===== src/common/ppu_pkg.sv =====
package ppu_pkg;

    //////////////////////////////////////////////////////////////////////
    // scan geometry
    //////////////////////////////////////////////////////////////////////
    localparam int SCAN_W = 9;                                    // scan_x / scan_y width

    localparam logic [SCAN_W-1:0] LAST_VIS_LINE    = 9'd239;      // last rendered line
    localparam logic [SCAN_W-1:0] FIRST_FRAME_LINE = 9'd240;      // loaded on frame start
    localparam logic [SCAN_W-1:0] LOAD_LINE        = 9'd260;      // scroll latch line
    localparam logic [SCAN_W-1:0] PRE_LINE         = 9'd261;      // prefetches line 0
    localparam logic [SCAN_W-1:0] VIS_WIDTH        = 9'd256;      // pixels per line

    localparam int NT_ROWS = 30;                                  // tile rows per name table

    //////////////////////////////////////////////////////////////////////
    // memory address widths
    //////////////////////////////////////////////////////////////////////
    localparam int PT_AW   = 12;
    localparam int NT_AW   = 12;
    localparam int PLT_AW  = 5;
    localparam int VBUF_AW = 17;

    // name table byte, read as a tile index or as an attribute byte
    typedef union packed {
        logic [7:0]      tile;                                    // pattern index
        logic [3:0][1:0] quad;                                    // palette per {cy[1], cx[1]}
    } nt_word_t;

    // {attr[1:0], pattern[1:0]}
    typedef logic [3:0] bg_pix_t;

endpackage


===== src/common/scan_if.sv =====
interface scan_if;

    logic [ppu_pkg::SCAN_W-1:0] scan_x;       // pixel counter
    logic [ppu_pkg::SCAN_W-1:0] scan_y;       // line counter
    logic                       pix_cyc;      // rendered pixel slot, incl. pre line
    logic                       fetch_cyc;    // whole visible or pre line
    logic                       line_end;     // last cycle of a line
    logic                       load_strobe;  // end of the scroll latch line

    modport cnt (
        output scan_x,
        output scan_y,
        output pix_cyc,
        output fetch_cyc,
        output line_end,
        output load_strobe
    );

    modport user (
        input scan_x,
        input scan_y,
        input pix_cyc,
        input fetch_cyc,
        input line_end,
        input load_strobe
    );

endinterface


===== src/ppu_frame_ctrl.sv =====
module ppu_frame_ctrl (
    input  logic  i_clk,
    input  logic  i_rstn,
    input  logic  i_vblank,
    scan_if.user  s,
    output logic  o_frame_start,
    output logic  o_run,
    output logic  o_vbuf_page
);

    localparam logic ST_IDLE = 1'b0;
    localparam logic ST_RUN  = 1'b1;

    logic r_vblank;
    logic rr_vblank;
    logic r_state;
    logic r_page;

    always_ff @(posedge i_clk or negedge i_rstn) begin
        if (!i_rstn) begin
            r_vblank  <= 1'b0;
            rr_vblank <= 1'b0;
        end else begin
            r_vblank  <= i_vblank;   // two stage sync
            rr_vblank <= r_vblank;
        end
    end

    assign o_frame_start = r_vblank & ~rr_vblank;   // vblank rising edge

    always_ff @(posedge i_clk or negedge i_rstn) begin
        if (!i_rstn) begin
            r_state <= ST_IDLE;
            r_page  <= 1'b0;
        end else if (o_frame_start) begin
            r_state <= ST_RUN;
            r_page  <= ~r_page;      // new frame goes to the other page
        end else if (s.line_end && (s.scan_y == ppu_pkg::LAST_VIS_LINE)) begin
            r_state <= ST_IDLE;      // last rendered line done
        end
    end

    assign o_run       = (r_state == ST_RUN);
    assign o_vbuf_page = r_page;

    // vblank must not come back before the frame has finished line 239
    a_no_restart: assert property (@(posedge i_clk) disable iff (!i_rstn)
        o_frame_start |-> (r_state == ST_IDLE))
        else $error("frame start while a frame is running");

endmodule


===== src/ppu_scan_counter.sv =====
module ppu_scan_counter #(
    parameter logic [ppu_pkg::SCAN_W-1:0] SCAN_X_MAX = 9'd271
) (
    input  logic i_clk,
    input  logic i_rstn,
    input  logic i_frame_start,
    input  logic i_run,
    scan_if.cnt  s
);

    logic [ppu_pkg::SCAN_W-1:0] r_scan_x;
    logic [ppu_pkg::SCAN_W-1:0] r_scan_y;
    logic                       c_line_end;
    logic                       c_render_line;

    assign c_line_end = (r_scan_x == SCAN_X_MAX);

    always_ff @(posedge i_clk or negedge i_rstn) begin
        if (!i_rstn) begin
            r_scan_x <= '0;
            r_scan_y <= ppu_pkg::FIRST_FRAME_LINE;   // parks outside the fetch lines
        end else if (i_frame_start) begin
            r_scan_x <= '0;
            r_scan_y <= ppu_pkg::FIRST_FRAME_LINE;
        end else if (i_run) begin
            if (c_line_end) begin
                r_scan_x <= '0;
                if (r_scan_y == ppu_pkg::PRE_LINE) begin
                    r_scan_y <= '0;
                end else begin
                    r_scan_y <= r_scan_y + 9'd1;
                end
            end else begin
                r_scan_x <= r_scan_x + 9'd1;
            end
        end
    end

    // visible lines plus the pre line
    assign c_render_line = (r_scan_y <= ppu_pkg::LAST_VIS_LINE) ||
                           (r_scan_y == ppu_pkg::PRE_LINE);

    assign s.scan_x      = r_scan_x;
    assign s.scan_y      = r_scan_y;
    assign s.fetch_cyc   = c_render_line;
    assign s.pix_cyc     = c_render_line && (r_scan_x < ppu_pkg::VIS_WIDTH);
    assign s.line_end    = c_line_end;
    assign s.load_strobe = c_line_end && (r_scan_y == ppu_pkg::LOAD_LINE);

    // the counter must park once the last visible line is done
    a_park_after_frame: assert property (@(posedge i_clk) disable iff (!i_rstn)
        (i_run && c_line_end && (r_scan_y == ppu_pkg::LAST_VIS_LINE)) |=> !i_run)
        else $error("run still high after the last visible line");

endmodule


===== src/bg/ppu_bg_fetch.sv =====
module ppu_bg_fetch (
    input  logic                       i_clk,
    input  logic                       i_rstn,
    scan_if.user                       s,
    input  logic [1:0]                 i_nt_base,
    input  logic                       i_bg_pt_sel,
    input  logic [7:0]                 i_scroll_x,
    input  logic [7:0]                 i_scroll_y,
    input  ppu_pkg::nt_word_t          i_nt_rdata,
    output logic [ppu_pkg::NT_AW-1:0]  o_nt_addr,
    output logic [ppu_pkg::PT_AW-1:0]  o_pt_addr,
    output logic [2:0]                 o_tile_phase,
    output logic [1:0]                 o_quad_sel,
    output logic [2:0]                 o_fine_x
);

    logic [2:0] c_phase;
    logic       c_hreload;
    logic       c_vadv;
    logic       c_step_x;
    logic [4:0] r_cx;
    logic [4:0] r_cx_start;
    logic [2:0] r_fine_x;
    logic       r_base_h;
    logic       r_base_h_start;
    logic [4:0] r_cy;
    logic [2:0] r_fy;
    logic       r_base_v;
    logic [7:0] r_tile;

    assign c_phase  = s.scan_x[2:0];
    assign c_step_x = s.fetch_cyc && (c_phase == 3'd7);

    // next line's prefetch starts at x=256, so the position moves on after pixel 255
    assign c_hreload = s.fetch_cyc && (s.scan_x == ppu_pkg::VIS_WIDTH - 9'd1);
    assign c_vadv    = c_hreload && (s.scan_y <= ppu_pkg::LAST_VIS_LINE);

    //////////////////////////////////////////////////////////////////////
    // horizontal position
    //////////////////////////////////////////////////////////////////////
    always_ff @(posedge i_clk or negedge i_rstn) begin
        if (!i_rstn) begin
            r_cx           <= '0;
            r_cx_start     <= '0;
            r_fine_x       <= '0;
            r_base_h       <= 1'b0;
            r_base_h_start <= 1'b0;
        end else if (s.load_strobe) begin
            r_cx           <= i_scroll_x[7:3];
            r_cx_start     <= i_scroll_x[7:3];
            r_fine_x       <= i_scroll_x[2:0];
            r_base_h       <= i_nt_base[0];
            r_base_h_start <= i_nt_base[0];
        end else if (c_hreload) begin
            r_cx     <= r_cx_start;      // back to the left edge
            r_base_h <= r_base_h_start;
        end else if (c_step_x) begin
            r_cx <= r_cx + 5'd1;
            if (r_cx == 5'd31) begin
                r_base_h <= ~r_base_h;   // crossed into the right table
            end
        end
    end

    //////////////////////////////////////////////////////////////////////
    // vertical position
    //////////////////////////////////////////////////////////////////////
    always_ff @(posedge i_clk or negedge i_rstn) begin
        if (!i_rstn) begin
            r_cy     <= '0;
            r_fy     <= '0;
            r_base_v <= 1'b0;
        end else if (s.load_strobe) begin
            r_cy     <= i_scroll_y[7:3];
            r_fy     <= i_scroll_y[2:0];
            r_base_v <= i_nt_base[1];
        end else if (c_vadv) begin
            r_fy <= r_fy + 3'd1;
            if (r_fy == 3'd7) begin
                if (r_cy == 5'(ppu_pkg::NT_ROWS - 1)) begin
                    r_cy     <= '0;
                    r_base_v <= ~r_base_v;   // wrap to the lower table
                end else begin
                    r_cy <= r_cy + 5'd1;
                end
            end
        end
    end

    always_ff @(posedge i_clk) begin
        if (s.fetch_cyc && (c_phase == 3'd1)) begin
            r_tile <= i_nt_rdata.tile;   // name byte back from phase 0
        end
    end

    always_comb begin
        if (c_phase == 3'd1) begin
            o_nt_addr = {r_base_v, r_base_h, 4'b1111, r_cy[4:2], r_cx[4:2]};   // attr byte
        end else begin
            o_nt_addr = {r_base_v, r_base_h, r_cy, r_cx};
        end
    end

    assign o_pt_addr = {i_bg_pt_sel, r_tile, r_fy};   // valid in phase 2

    assign o_tile_phase = {c_step_x,
                           s.fetch_cyc && (c_phase == 3'd3),
                           s.fetch_cyc && (c_phase == 3'd2)};
    assign o_quad_sel   = {r_cy[1], r_cx[1]};
    assign o_fine_x     = r_fine_x;

endmodule


===== src/bg/ppu_bg_shifter.sv =====
module ppu_bg_shifter (
    input  logic              i_clk,
    input  logic              i_rstn,
    scan_if.user              s,
    input  logic [2:0]        i_tile_phase,
    input  logic [1:0]        i_quad_sel,
    input  logic [2:0]        i_fine_x,
    input  ppu_pkg::nt_word_t i_nt_rdata,
    input  logic [15:0]       i_pt_rdata,
    input  logic              i_bg_ena,
    input  logic              i_bg_clip,
    output ppu_pkg::bg_pix_t  o_bg_pix
);

    logic [1:0]       r_quad;     // staged palette number
    logic [15:0]      r_patt;     // staged {hi plane, lo plane}
    logic [3:0][15:0] r_shft;     // attr hi, attr lo, patt hi, patt lo
    logic [3:0][7:0]  c_load;
    logic [3:0]       c_idx;
    logic [3:0]       c_bit;

    always_ff @(posedge i_clk) begin
        if (i_tile_phase[0]) begin
            r_quad <= i_nt_rdata.quad[i_quad_sel];
        end
        if (i_tile_phase[1]) begin
            r_patt <= i_pt_rdata;
        end
    end

    assign c_load = {{8{r_quad[1]}}, {8{r_quad[0]}}, r_patt[15:8], r_patt[7:0]};

    //////////////////////////////////////////////////////////////////////
    // shift every fetch cycle, new tile enters the low byte at phase 7
    //////////////////////////////////////////////////////////////////////
    always_ff @(posedge i_clk or negedge i_rstn) begin
        if (!i_rstn) begin
            r_shft <= '0;
        end else if (s.fetch_cyc) begin
            for (int i = 0; i < 4; i++) begin
                if (i_tile_phase[2]) begin
                    r_shft[i] <= {r_shft[i][14:7], c_load[i]};
                end else begin
                    r_shft[i] <= {r_shft[i][14:0], 1'b0};
                end
            end
        end
    end

    assign c_idx = 4'd15 - {1'b0, i_fine_x};   // fine x picks the tap

    always_comb begin
        for (int i = 0; i < 4; i++) begin
            c_bit[i] = r_shft[i][c_idx];
        end
    end

    assign o_bg_pix = (!i_bg_ena || (!i_bg_clip && (s.scan_x < 9'd8))) ? '0 : c_bit;

endmodule


===== src/ppu_vbuf_writer.sv =====
module ppu_vbuf_writer (
    input  logic                         i_clk,
    input  logic                         i_rstn,
    scan_if.user                         s,
    input  ppu_pkg::bg_pix_t             i_bg_pix,
    input  logic                         i_vbuf_page,
    input  logic [7:0]                   i_plt_rdata,
    output logic [ppu_pkg::PLT_AW-1:0]   o_plt_addr,
    output logic [ppu_pkg::VBUF_AW-1:0]  o_vbuf_addr,
    output logic                         o_vbuf_we,
    output logic [7:0]                   o_vbuf_wdata
);

    logic       r_we;
    logic [7:0] r_x;
    logic [7:0] r_y;

    assign o_plt_addr = {1'b0, i_bg_pix};   // bg half of the palette

    always_ff @(posedge i_clk or negedge i_rstn) begin
        if (!i_rstn) begin
            r_we <= 1'b0;
        end else begin
            r_we <= s.pix_cyc && (s.scan_y <= ppu_pkg::LAST_VIS_LINE);   // pre line not stored
        end
    end

    always_ff @(posedge i_clk) begin
        r_x <= s.scan_x[7:0];   // aligned with palette read data
        r_y <= s.scan_y[7:0];
    end

    assign o_vbuf_we    = r_we;
    assign o_vbuf_addr  = {i_vbuf_page, r_y, r_x};
    assign o_vbuf_wdata = i_plt_rdata;

    // a write lands while the counter is still on its own visible line
    a_no_blank_write: assert property (@(posedge i_clk) disable iff (!i_rstn)
        o_vbuf_we |-> ((s.scan_y <= ppu_pkg::LAST_VIS_LINE) &&
                       (o_vbuf_addr[15:8] == s.scan_y[7:0])))
        else $error("video buffer write outside its visible line");

endmodule


===== src/ppu_bg_render.sv =====
module ppu_bg_render #(
    parameter logic [ppu_pkg::SCAN_W-1:0] SCAN_X_MAX = 9'd271
) (
    input  logic                         i_clk,
    input  logic                         i_rstn,
    input  logic [5:0]                   i_ppuctrl,
    input  logic [7:0]                   i_ppumask,
    input  logic [7:0]                   i_scroll_x,
    input  logic [7:0]                   i_scroll_y,
    input  logic                         i_vblank,
    output logic [ppu_pkg::PT_AW-1:0]    o_pt_addr,
    input  logic [15:0]                  i_pt_rdata,
    output logic [ppu_pkg::NT_AW-1:0]    o_nt_addr,
    input  logic [7:0]                   i_nt_rdata,
    output logic [ppu_pkg::PLT_AW-1:0]   o_plt_addr,
    input  logic [7:0]                   i_plt_rdata,
    output logic [ppu_pkg::VBUF_AW-1:0]  o_vbuf_addr,
    output logic                         o_vbuf_we,
    output logic [7:0]                   o_vbuf_wdata
);

    logic             frame_start;
    logic             run;
    logic             vbuf_page;
    logic [2:0]       tile_phase;    // {load, pattern latch, attr latch}
    logic [1:0]       quad_sel;
    logic [2:0]       fine_x;
    ppu_pkg::bg_pix_t bg_pix;

    scan_if u_scan ();

    ppu_frame_ctrl u_frame_ctrl (
        .i_clk         (i_clk),
        .i_rstn        (i_rstn),
        .i_vblank      (i_vblank),
        .s             (u_scan),
        .o_frame_start (frame_start),
        .o_run         (run),
        .o_vbuf_page   (vbuf_page)
    );

    ppu_scan_counter #(
        .SCAN_X_MAX (SCAN_X_MAX)
    ) u_scan_counter (
        .i_clk         (i_clk),
        .i_rstn        (i_rstn),
        .i_frame_start (frame_start),
        .i_run         (run),
        .s             (u_scan)
    );

    ppu_bg_fetch u_bg_fetch (
        .i_clk        (i_clk),
        .i_rstn       (i_rstn),
        .s            (u_scan),
        .i_nt_base    (i_ppuctrl[1:0]),     // ctrl base select
        .i_bg_pt_sel  (i_ppuctrl[4]),       // bg pattern half
        .i_scroll_x   (i_scroll_x),
        .i_scroll_y   (i_scroll_y),
        .i_nt_rdata   (i_nt_rdata),
        .o_nt_addr    (o_nt_addr),
        .o_pt_addr    (o_pt_addr),
        .o_tile_phase (tile_phase),
        .o_quad_sel   (quad_sel),
        .o_fine_x     (fine_x)
    );

    ppu_bg_shifter u_bg_shifter (
        .i_clk        (i_clk),
        .i_rstn       (i_rstn),
        .s            (u_scan),
        .i_tile_phase (tile_phase),
        .i_quad_sel   (quad_sel),
        .i_fine_x     (fine_x),
        .i_nt_rdata   (i_nt_rdata),
        .i_pt_rdata   (i_pt_rdata),
        .i_bg_ena     (i_ppumask[3]),       // mask bg enable
        .i_bg_clip    (i_ppumask[1]),       // show bg in left 8 px
        .o_bg_pix     (bg_pix)
    );

    ppu_vbuf_writer u_vbuf_writer (
        .i_clk        (i_clk),
        .i_rstn       (i_rstn),
        .s            (u_scan),
        .i_bg_pix     (bg_pix),
        .i_vbuf_page  (vbuf_page),
        .i_plt_rdata  (i_plt_rdata),
        .o_plt_addr   (o_plt_addr),
        .o_vbuf_addr  (o_vbuf_addr),
        .o_vbuf_we    (o_vbuf_we),
        .o_vbuf_wdata (o_vbuf_wdata)
    );

endmodule


===== config.mk =====
export PLATFORM = sky130hd
export DESIGN_NAME = ppu_bg_render
export DESIGN_NICKNAME = d
export VERILOG_FILES = /design/src/common/ppu_pkg.sv /design/src/common/scan_if.sv /design/src/ppu_frame_ctrl.sv /design/src/ppu_scan_counter.sv /design/src/bg/ppu_bg_fetch.sv /design/src/bg/ppu_bg_shifter.sv /design/src/ppu_vbuf_writer.sv /design/src/ppu_bg_render.sv
export SDC_FILE = /design/constraint.sdc
export NUM_CORES = 1
export LEC_CHECK = 0
export ABC_CLOCK_PERIOD_IN_PS = 9250
export BUFFER_PORTS_ARGS = -buffer_cell sky130_fd_sc_hd__buf_2
export CORE_ASPECT_RATIO = 0.6
export CORE_MARGIN = 2
export CORE_UTILIZATION = 50
export DETAILED_ROUTE_END_ITERATION = 7
export PLACE_DENSITY = 0.71
export SLEW_MARGIN = 20
export SYNTH_ARGS = -nofsm -noshare
export SYNTH_HDL_FRONTEND = slang
export SYNTH_SLANG_ARGS = --single-unit

===== constraint.sdc =====
create_clock -name i_clk -period 9.25 [get_ports i_clk]
set_clock_uncertainty 0.2 [all_clocks]
set_input_delay 0.4625 -clock i_clk [delete_from_list [all_inputs] [get_ports i_clk]]
set_output_delay 0.4625 -clock i_clk [all_outputs]
set_load 0.02 [all_outputs]

Word-level counts from Yosys, hierarchy flattened --
Cells that the tools add are included.
Storage, ports and cells: register bits 153, input bits 65, output and inout port bits 55
Operators by class: add/sub/neg operators 6, magnitude comparators 5, equal/unequal tests 12, multiplexer cells 42, bitwise operators 5, reduce and logical (&&, ||, !) cells 27
Operator list (count):
- $mux W9 | 7
- $mux W5 | 7
- $mux W8 | 4
- $eq A9 B9 Y1 const B | 3
- $add A9 B1 Y9 const B | 2
- $eq A9 B8 Y1 const B | 2
- $bmux W1 S4 | 4
- $mux W1 | 14
- $reduce_bool A2 Y1 | 6
- $logic_and A1 B1 Y1 | 11
- $add A5 B1 Y5 const B | 2
- $eq A5 B5 Y1 const B | 2
- $mux W10 | 1
- $le A9 B8 Y1 const B | 1
- $lt A9 B4 Y1 const B | 1
- $lt A9 B9 Y1 const B | 1
- $eq A3 B2 Y1 const B | 2
- $eq A3 B3 Y1 const B | 2
- $mux W3 | 2
- $reduce_and A2 Y1 | 3
- $reduce_bool A3 Y1 | 2
- $lt A4 B5 Y1 const B | 1
- $bmux W2 S2 | 1
- $mux W4 | 1
- 10 further kinds | 15

Longest topological paths before layout --
depth after elaboration 6, depth in mapped cells 10, mapped depth without buffers 9

Modules after synthesis --
A second synthesis with hierarchy kept.
Second synthesis, totals: cell total of the unflattened synthesis 571, area, all modules 6911.6 um^2
Modules (own cells, without submodules):
- ppu_bg_shifter | instances 1, cells each 247, area each 3420.8 um^2
- ppu_bg_fetch | instances 1, cells each 164, area each 1804.2 um^2
- ppu_scan_counter | instances 1, cells each 114, area each 1059.8 um^2
- ppu_vbuf_writer | instances 1, cells each 34, area each 469.2 um^2
- ppu_frame_ctrl | instances 1, cells each 12, area each 157.7 um^2

Worst setup path before layout --
OpenSTA, ideal clock, no wires.
kind reg2reg, start reg u_scan_counter.r_scan_y, in the netlist u_scan_counter.s.scan_y[5], end reg u_bg_fetch.r_tile[0] (enable), setup time 0.370 ns, arrival 2.319 ns, setup slack 6.360 ns, stages on the path, launching flop included 9, path buffers 4, clock period less this slack 2.890 ns, cell sequence dfstp_2 clkbuf_1 or4_1 or2_0 and2_1 clkbuf_1 clkbuf_1 buf_2 nor2_1
Between the ends: word-level cells in the longest chain between the ends 3, elaborated cells between the ends (all ways) 4, classes of those cells 1 x order compare; 1 x eq/ne; 2 x reduce/logical
RTL lines:
- start: declaration | RTL line ppu_scan_counter.sv:12 | logic [ppu_pkg::SCAN_W-1:0] r_scan_y;
- start signal: assignment | RTL line ppu_scan_counter.sv:21 | r_scan_y <= ppu_pkg::FIRST_FRAME_LINE;
- start signal: assignment | RTL line ppu_scan_counter.sv:24 | r_scan_y <= ppu_pkg::FIRST_FRAME_LINE;
- start signal: assignment | RTL line ppu_scan_counter.sv:31 | r_scan_y <= r_scan_y + 9'd1;
- $le A9 B8 Y1 or $eq A9 B9 Y1 (tied branches) | RTL line ppu_scan_counter.sv:40, ppu_scan_counter.sv:41
- $logic_or A1 B1 Y1 * | RTL line ppu_scan_counter.sv:40 | assign c_render_line = (r_scan_y <= ppu_pkg::LAST_VIS_LINE) ||
- $logic_and A1 B1 Y1 * | RTL line ppu_bg_fetch.sv:91 | if (s.fetch_cyc && (c_phase == 3'd1)) begin
- end signal: assignment | RTL line ppu_bg_fetch.sv:92 | r_tile <= i_nt_rdata.tile;
- end: declaration | RTL line ppu_bg_fetch.sv:29 | logic [7:0] r_tile;
Every way passes the cells marked *; elsewhere a longest branch is shown, timed or not. A chain may end at the register's enable or synchronous reset.

Final worst setup path --
start reg u_scan_counter.r_scan_x, in the netlist u_scan_counter.s.scan_x[0], end reg u_bg_fetch.r_cy[1]
Between the ends: word-level cells in the longest chain between the ends 5, elaborated cells between the ends (all ways) 9, classes of those cells 2 x eq/ne; 1 x mux; 6 x reduce/logical
RTL lines:
- start: declaration | RTL line ppu_scan_counter.sv:11 | logic [ppu_pkg::SCAN_W-1:0] r_scan_x;
- start signal: assignment | RTL line ppu_scan_counter.sv:34 | r_scan_x <= r_scan_x + 9'd1;
- $eq A9 B8 Y1 | RTL line ppu_bg_fetch.sv:35 | assign c_hreload = s.fetch_cyc && (s.scan_x == ppu_pkg::VIS_WIDTH - 9'd1);
- $logic_and A1 B1 Y1 | RTL line ppu_bg_fetch.sv:35
- $logic_and A1 B1 Y1 | RTL line ppu_bg_fetch.sv:36 | assign c_vadv = c_hreload && (s.scan_y <= ppu_pkg::LAST_VIS_LINE);
- $reduce_bool A2 Y1 (no line)
- $reduce_and A2 Y1 (no line)
- end signal: assignment | RTL line ppu_bg_fetch.sv:74 | r_cy <= i_scroll_y[7:3];
- end signal: assignment | RTL line ppu_bg_fetch.sv:84 | r_cy <= r_cy + 5'd1;
- end: declaration | RTL line ppu_bg_fetch.sv:26 | logic [4:0] r_cy;
Several ways; a longest one is shown, not always the timed one.

==> key figures <==
Outcome
  • Outcome: finished clean

Min path
  • Hold Path Sink: u_bg_shifter.r_patt[11]$_DFFE_PP_
  • Min-delay src: i_pt_rdata[11]
  • Worst min path class: input port to register
  • Worst Hold Depth: 1

Clock network
  • Clock transition at path regs: 0.07 ns
  • CTS tree: built
  • Cts hold-fix bufs: 2
  • Clock sinks: ~150
  • Root buf cell: clkbuf_16
  • Clk_lat worst skew: between 0.4 and 0.5 ns
  • Clk buf depth: 2
  • Setup Fix Bufs, Post-CTS: 0
  • Resized Gates After CTS: 0
  • Total CTS buffers: 17
  • H-Tree Depth: 4

Yosys
  • Synth top area cells: dfrtp_1 39%, edfxtp_1 11%, nand2_1 8.8%
  • Synthesis-stage register bit count: about 150
  • Ys flop type: dfrtp_1
  • Register area share after synthesis: 0.5693
  • Synth area leader: dfrtp_1
  • Number of synthesized flops with an enable pin: 26
  • Share of the synthesized area in the top cell type: 0.3925
  • Count of cell types in the netlist: 52
  • Syn_area_per_cell: roughly 11 µm²
  • Async S/R FF share, synth: 0.7255
  • YS warnings: 0
  • Net Count, Synth: 713
  • Cells after Synth: ~630
  • Synthesized area: ~0.0068 mm²

Placement
  • Dpl hpwl: around 9400 µm
  • Port Buf Inserts: 91
  • RePlAce Congestion: 0.8396

Global route
  • First-pass GRT wire length: around 23,000 µm
  • Total gr overflow: 0
  • Pin count of the biggest net entering global routing: between 90 and 100
  • Total track usage: 0.2023
  • Antenna violations before repair: 0
  • Vias in the first global route: roughly 4,600

Routing
  • Starting DRC count in detailed routing: about 330
  • Vias: approximately 4,800
  • DRC: 0
  • Antenna-violating nets left: 0
  • Drt via density: 5.409
  • 1st-pass router iterations: 5
  • WL/cell: 16.03 µm
  • WL final: roughly 14,000 µm

Timing
  • Worst slew pin tran: 0.8701 ns
  • Setup TNS: 0 ns
  • Max-slew headroom: 0.4199
  • Period utilization: 0.3600
  • Final Setup Violations: 0
  • Endpoints failing hold: 0
  • Tmin final: ~3.3 ns
  • Hold slack: ~0.017 ns
  • RSZ-0062 raised after global routing: false
  • Pins Over Slew Limit: 0
  • Highest clock rate: 300.3 MHz

Floorplan
  • Initial core utilization: 0.5210
  • Die Height: 94.48 µm
  • Die X: between 150 and 200 µm
  • Core area: about 0.013 mm²
  • Die Footprint: between 0.01 and 0.015 mm²
  • Num ports: 120
  • Cell row count: 32

Setup path
  • Crit Reg-Reg Startpoint: u_scan_counter.s.scan_x[0]$_DFFE_PN0P_
  • R2r endpoint: u_bg_fetch.r_cy[1]$_DFFE_PN0P_
  • Req. time, crit path: approximately 9.4 ns
  • Worst stage delay on the critical path: roughly 0.52 ns
  • Crit path launch type: register
  • Arr. time, crit path: ~3.5 ns
  • Buffers & Inverters on Critical Path: 0
  • Critical path peak fanout: 15
  • R2R Setup Slk: 5.92 ns
  • Critical path's top delay family: simple AND/OR/NAND/NOR gates
  • Worst setup EP type: register
  • FF-to-FF path depth: 9
  • Critical path type: register to register
  • Cell Chain, Critical Path: ha_1 -> and3_1 -> and3_1 -> ha_1 -> nor2b_1 -> o211a_1 -> nand2_1 -> or3_1 -> a31oi_1
  • Max stage delay cell, worst path: ha_1

Final layout
  • N_diodes: 0
  • Nets@finish: 787
  • Fillers: about 1,100
  • Share of post-route cells with drive strength above 1: 0.2264
  • Area growth syn-to-layout: 16.80%

Power and ir drop
  • PD cells: between 200 and 300 mW/mm²
  • Worst VDD drop: between 100 and 150 µV
  • Leakage Power: ~3.7 nW

Run
  • Max Cap Violations: 0
==> layout make-up <==
cell class                 instances  area (µm²)  share of cell area
tap                              170       212.7             0.02670
clock inverter                    12       120.1             0.01508
clock buffer                      20       479.2             0.06014
timing repair buffer             102       561.8             0.07051
sequential                       153        3884              0.4874
inverter                           9       33.78            0.004240
multi-input combinational        424        2676              0.3359
==> worst reg2reg max path: cells and delay by family (launching register included) <==
family | cells | cell delay [ns]
AND/OR/NAND/NOR | 5 | 1.23
adder cells (fa/ha/maj) | 2 | 0.79
AO/OA/AOI/OAI | 2 | 0.53
flip-flops | 1 | 0.50
==> layer usage <==
metal / wire length, µm / share of wire / vias up / GRT usage
met3: 607 / 0.043 / 19 / 0.03901
li1: - / - / 2336 / -
met1: 7205 / 0.51 / 2319 / 0.3052
met2: 6256 / 0.44 / 140 / 0.2969
met4: 196 / 0.014 / 0 / 0.06481
met5: 0 / 0 / - / 0
==> stage by stage <==
step | power, mW | cells | setup slack, ns | util | area, µm²
2_1_floorplan | 1.235 | 633 | 6.360 | - | 6822
3_3_place_gp | 1.338 | 853 | 5.827 | 0.5580 | 7306
3_5_place_dp | 1.366 | 853 | 5.752 | 0.5580 | 7306
4_1_cts | 2.070 | 887 | 5.660 | 0.6053 | 7925
5_1_grt | 2.167 | 890 | 5.691 | 0.6086 | 7968
6_report | 2.058 | 890 | 5.920 | 0.6086 | 7968
==> cell usage after synthesis, types with 2 or more instances <==
library cell and number:
a211o_1 2, a211oi_1 2, a21o_1 4, a21oi_1 10, a221o_1 3, a22o_1 3
a31oi_1 4, a32o_1 2, and2_1 4, and3_1 7, and4_1 3, buf_2 10
buf_4 14, clkbuf_1 23, dfrtp_1 107, dfstp_2 4, dfxtp_1 16, edfxtp_1 26
ha_1 15, inv_1 9, mux2_2 12, mux2i_1 34, mux4_2 10, nand2_1 160
nand2b_1 6, nand3_1 16, nand4_1 4, nand4b_1 3, nor2_1 25, nor2b_1 3
nor3_1 4, o211ai_1 3, o21ai_0 47, o21ai_1 3, o22ai_1 4, o311ai_0 3
o31ai_1 2, o41a_1 2, or3_1 2, or3_4 2, or4_1 2, xnor2_1 4
xor2_1 5
==> how the worst max path moves through the flow <==
stage | startpoint | to | slack [ns] | cells past startpoint
after global routing | u_scan_counter.s.scan_x[0]$_DFFE_PN0P_ | u_bg_fetch.r_cy[0]$_DFFE_PN0P_ | 5.69 | 9
final | u_scan_counter.s.scan_x[0]$_DFFE_PN0P_ | u_bg_fetch.r_cy[1]$_DFFE_PN0P_ | 5.92 | 9
after detailed placement | u_scan_counter.s.scan_x[7]$_DFFE_PN0P_ | u_bg_fetch.r_cx[3]$_DFFE_PN0P_ | 5.75 | 5
after global placement | u_scan_counter.s.scan_x[7]$_DFFE_PN0P_ | u_bg_fetch.r_cx[3]$_DFFE_PN0P_ | 5.83 | 5
after floorplan | u_scan_counter.s.scan_y[5]$_DFFE_PN1P_ | u_bg_fetch.r_tile[0]$_DFFE_PP_ | 6.36 | 8
after CTS | u_scan_counter.s.scan_x[7]$_DFFE_PN0P_ | u_bg_fetch.r_cx[3]$_DFFE_PN0P_ | 5.66 | 5
==> power breakdown <==
part,internal (mW),leakage [nW],switching (mW)
Sequential,0.831,1.81,0.115
Combinational,0.167,1.55,0.243
Clock,0.410,0.295,0.291
Total,1.41,3.66,0.649
==> layout by cell type, fill, tap and decap left out, drive strengths merged, types with 3 or more instances in the layout <==
cell         instances
dfxtp               16
dfrtp              107
nand4b               3
nand2              160
nand4                4
o22ai                4
or3                  4
dlygate4sd3          4
a21o                 4
xnor2                4
mux2                12
a221o                3
a21oi               10
edfxtp              26
o311ai               3
mux2i               34
and3                 7
or4                  3
buf                 98
a31oi                4
clkbuf              20
nand3               16
inv                 19
a22o                 3
nor3                 5
and2                 4
nor2                25
dfstp                4
mux4                10
nor2b                3
o21ai               50
nand2b               6
ha                  15
and4                 3
xor2                 5
o211ai               3
==> sequential cells by signal (all words and copies together) (netlist names), 2 cells and up <==
register,flops
u_bg_fetch.o_fine_x,3
u_bg_fetch.r_cx,5
u_bg_fetch.r_cx_start,5
u_bg_fetch.r_cy,5
u_bg_fetch.r_fy,3
u_bg_fetch.r_tile,8
u_bg_shifter.r_patt,16
u_bg_shifter.r_quad,2
u_bg_shifter.r_shft,64
u_scan_counter.s.scan_x,9
u_scan_counter.s.scan_y,9
u_vbuf_writer.r_x,8
u_vbuf_writer.r_y,8
==> cell families after synthesis <==
logic type / share of synthesized area
AO/OA/AOI/OAI: 0.08841
XOR/XNOR: 0.01155
adder cells (fa/ha/maj): 0.02751
buffers and inverters: 0.04035
flip-flops: 0.5693
multiplexers: 0.1027
other: 0.0005497
AND/OR/NAND/NOR: 0.1596
Note: power is estimated with default switching activity, not from simulation.
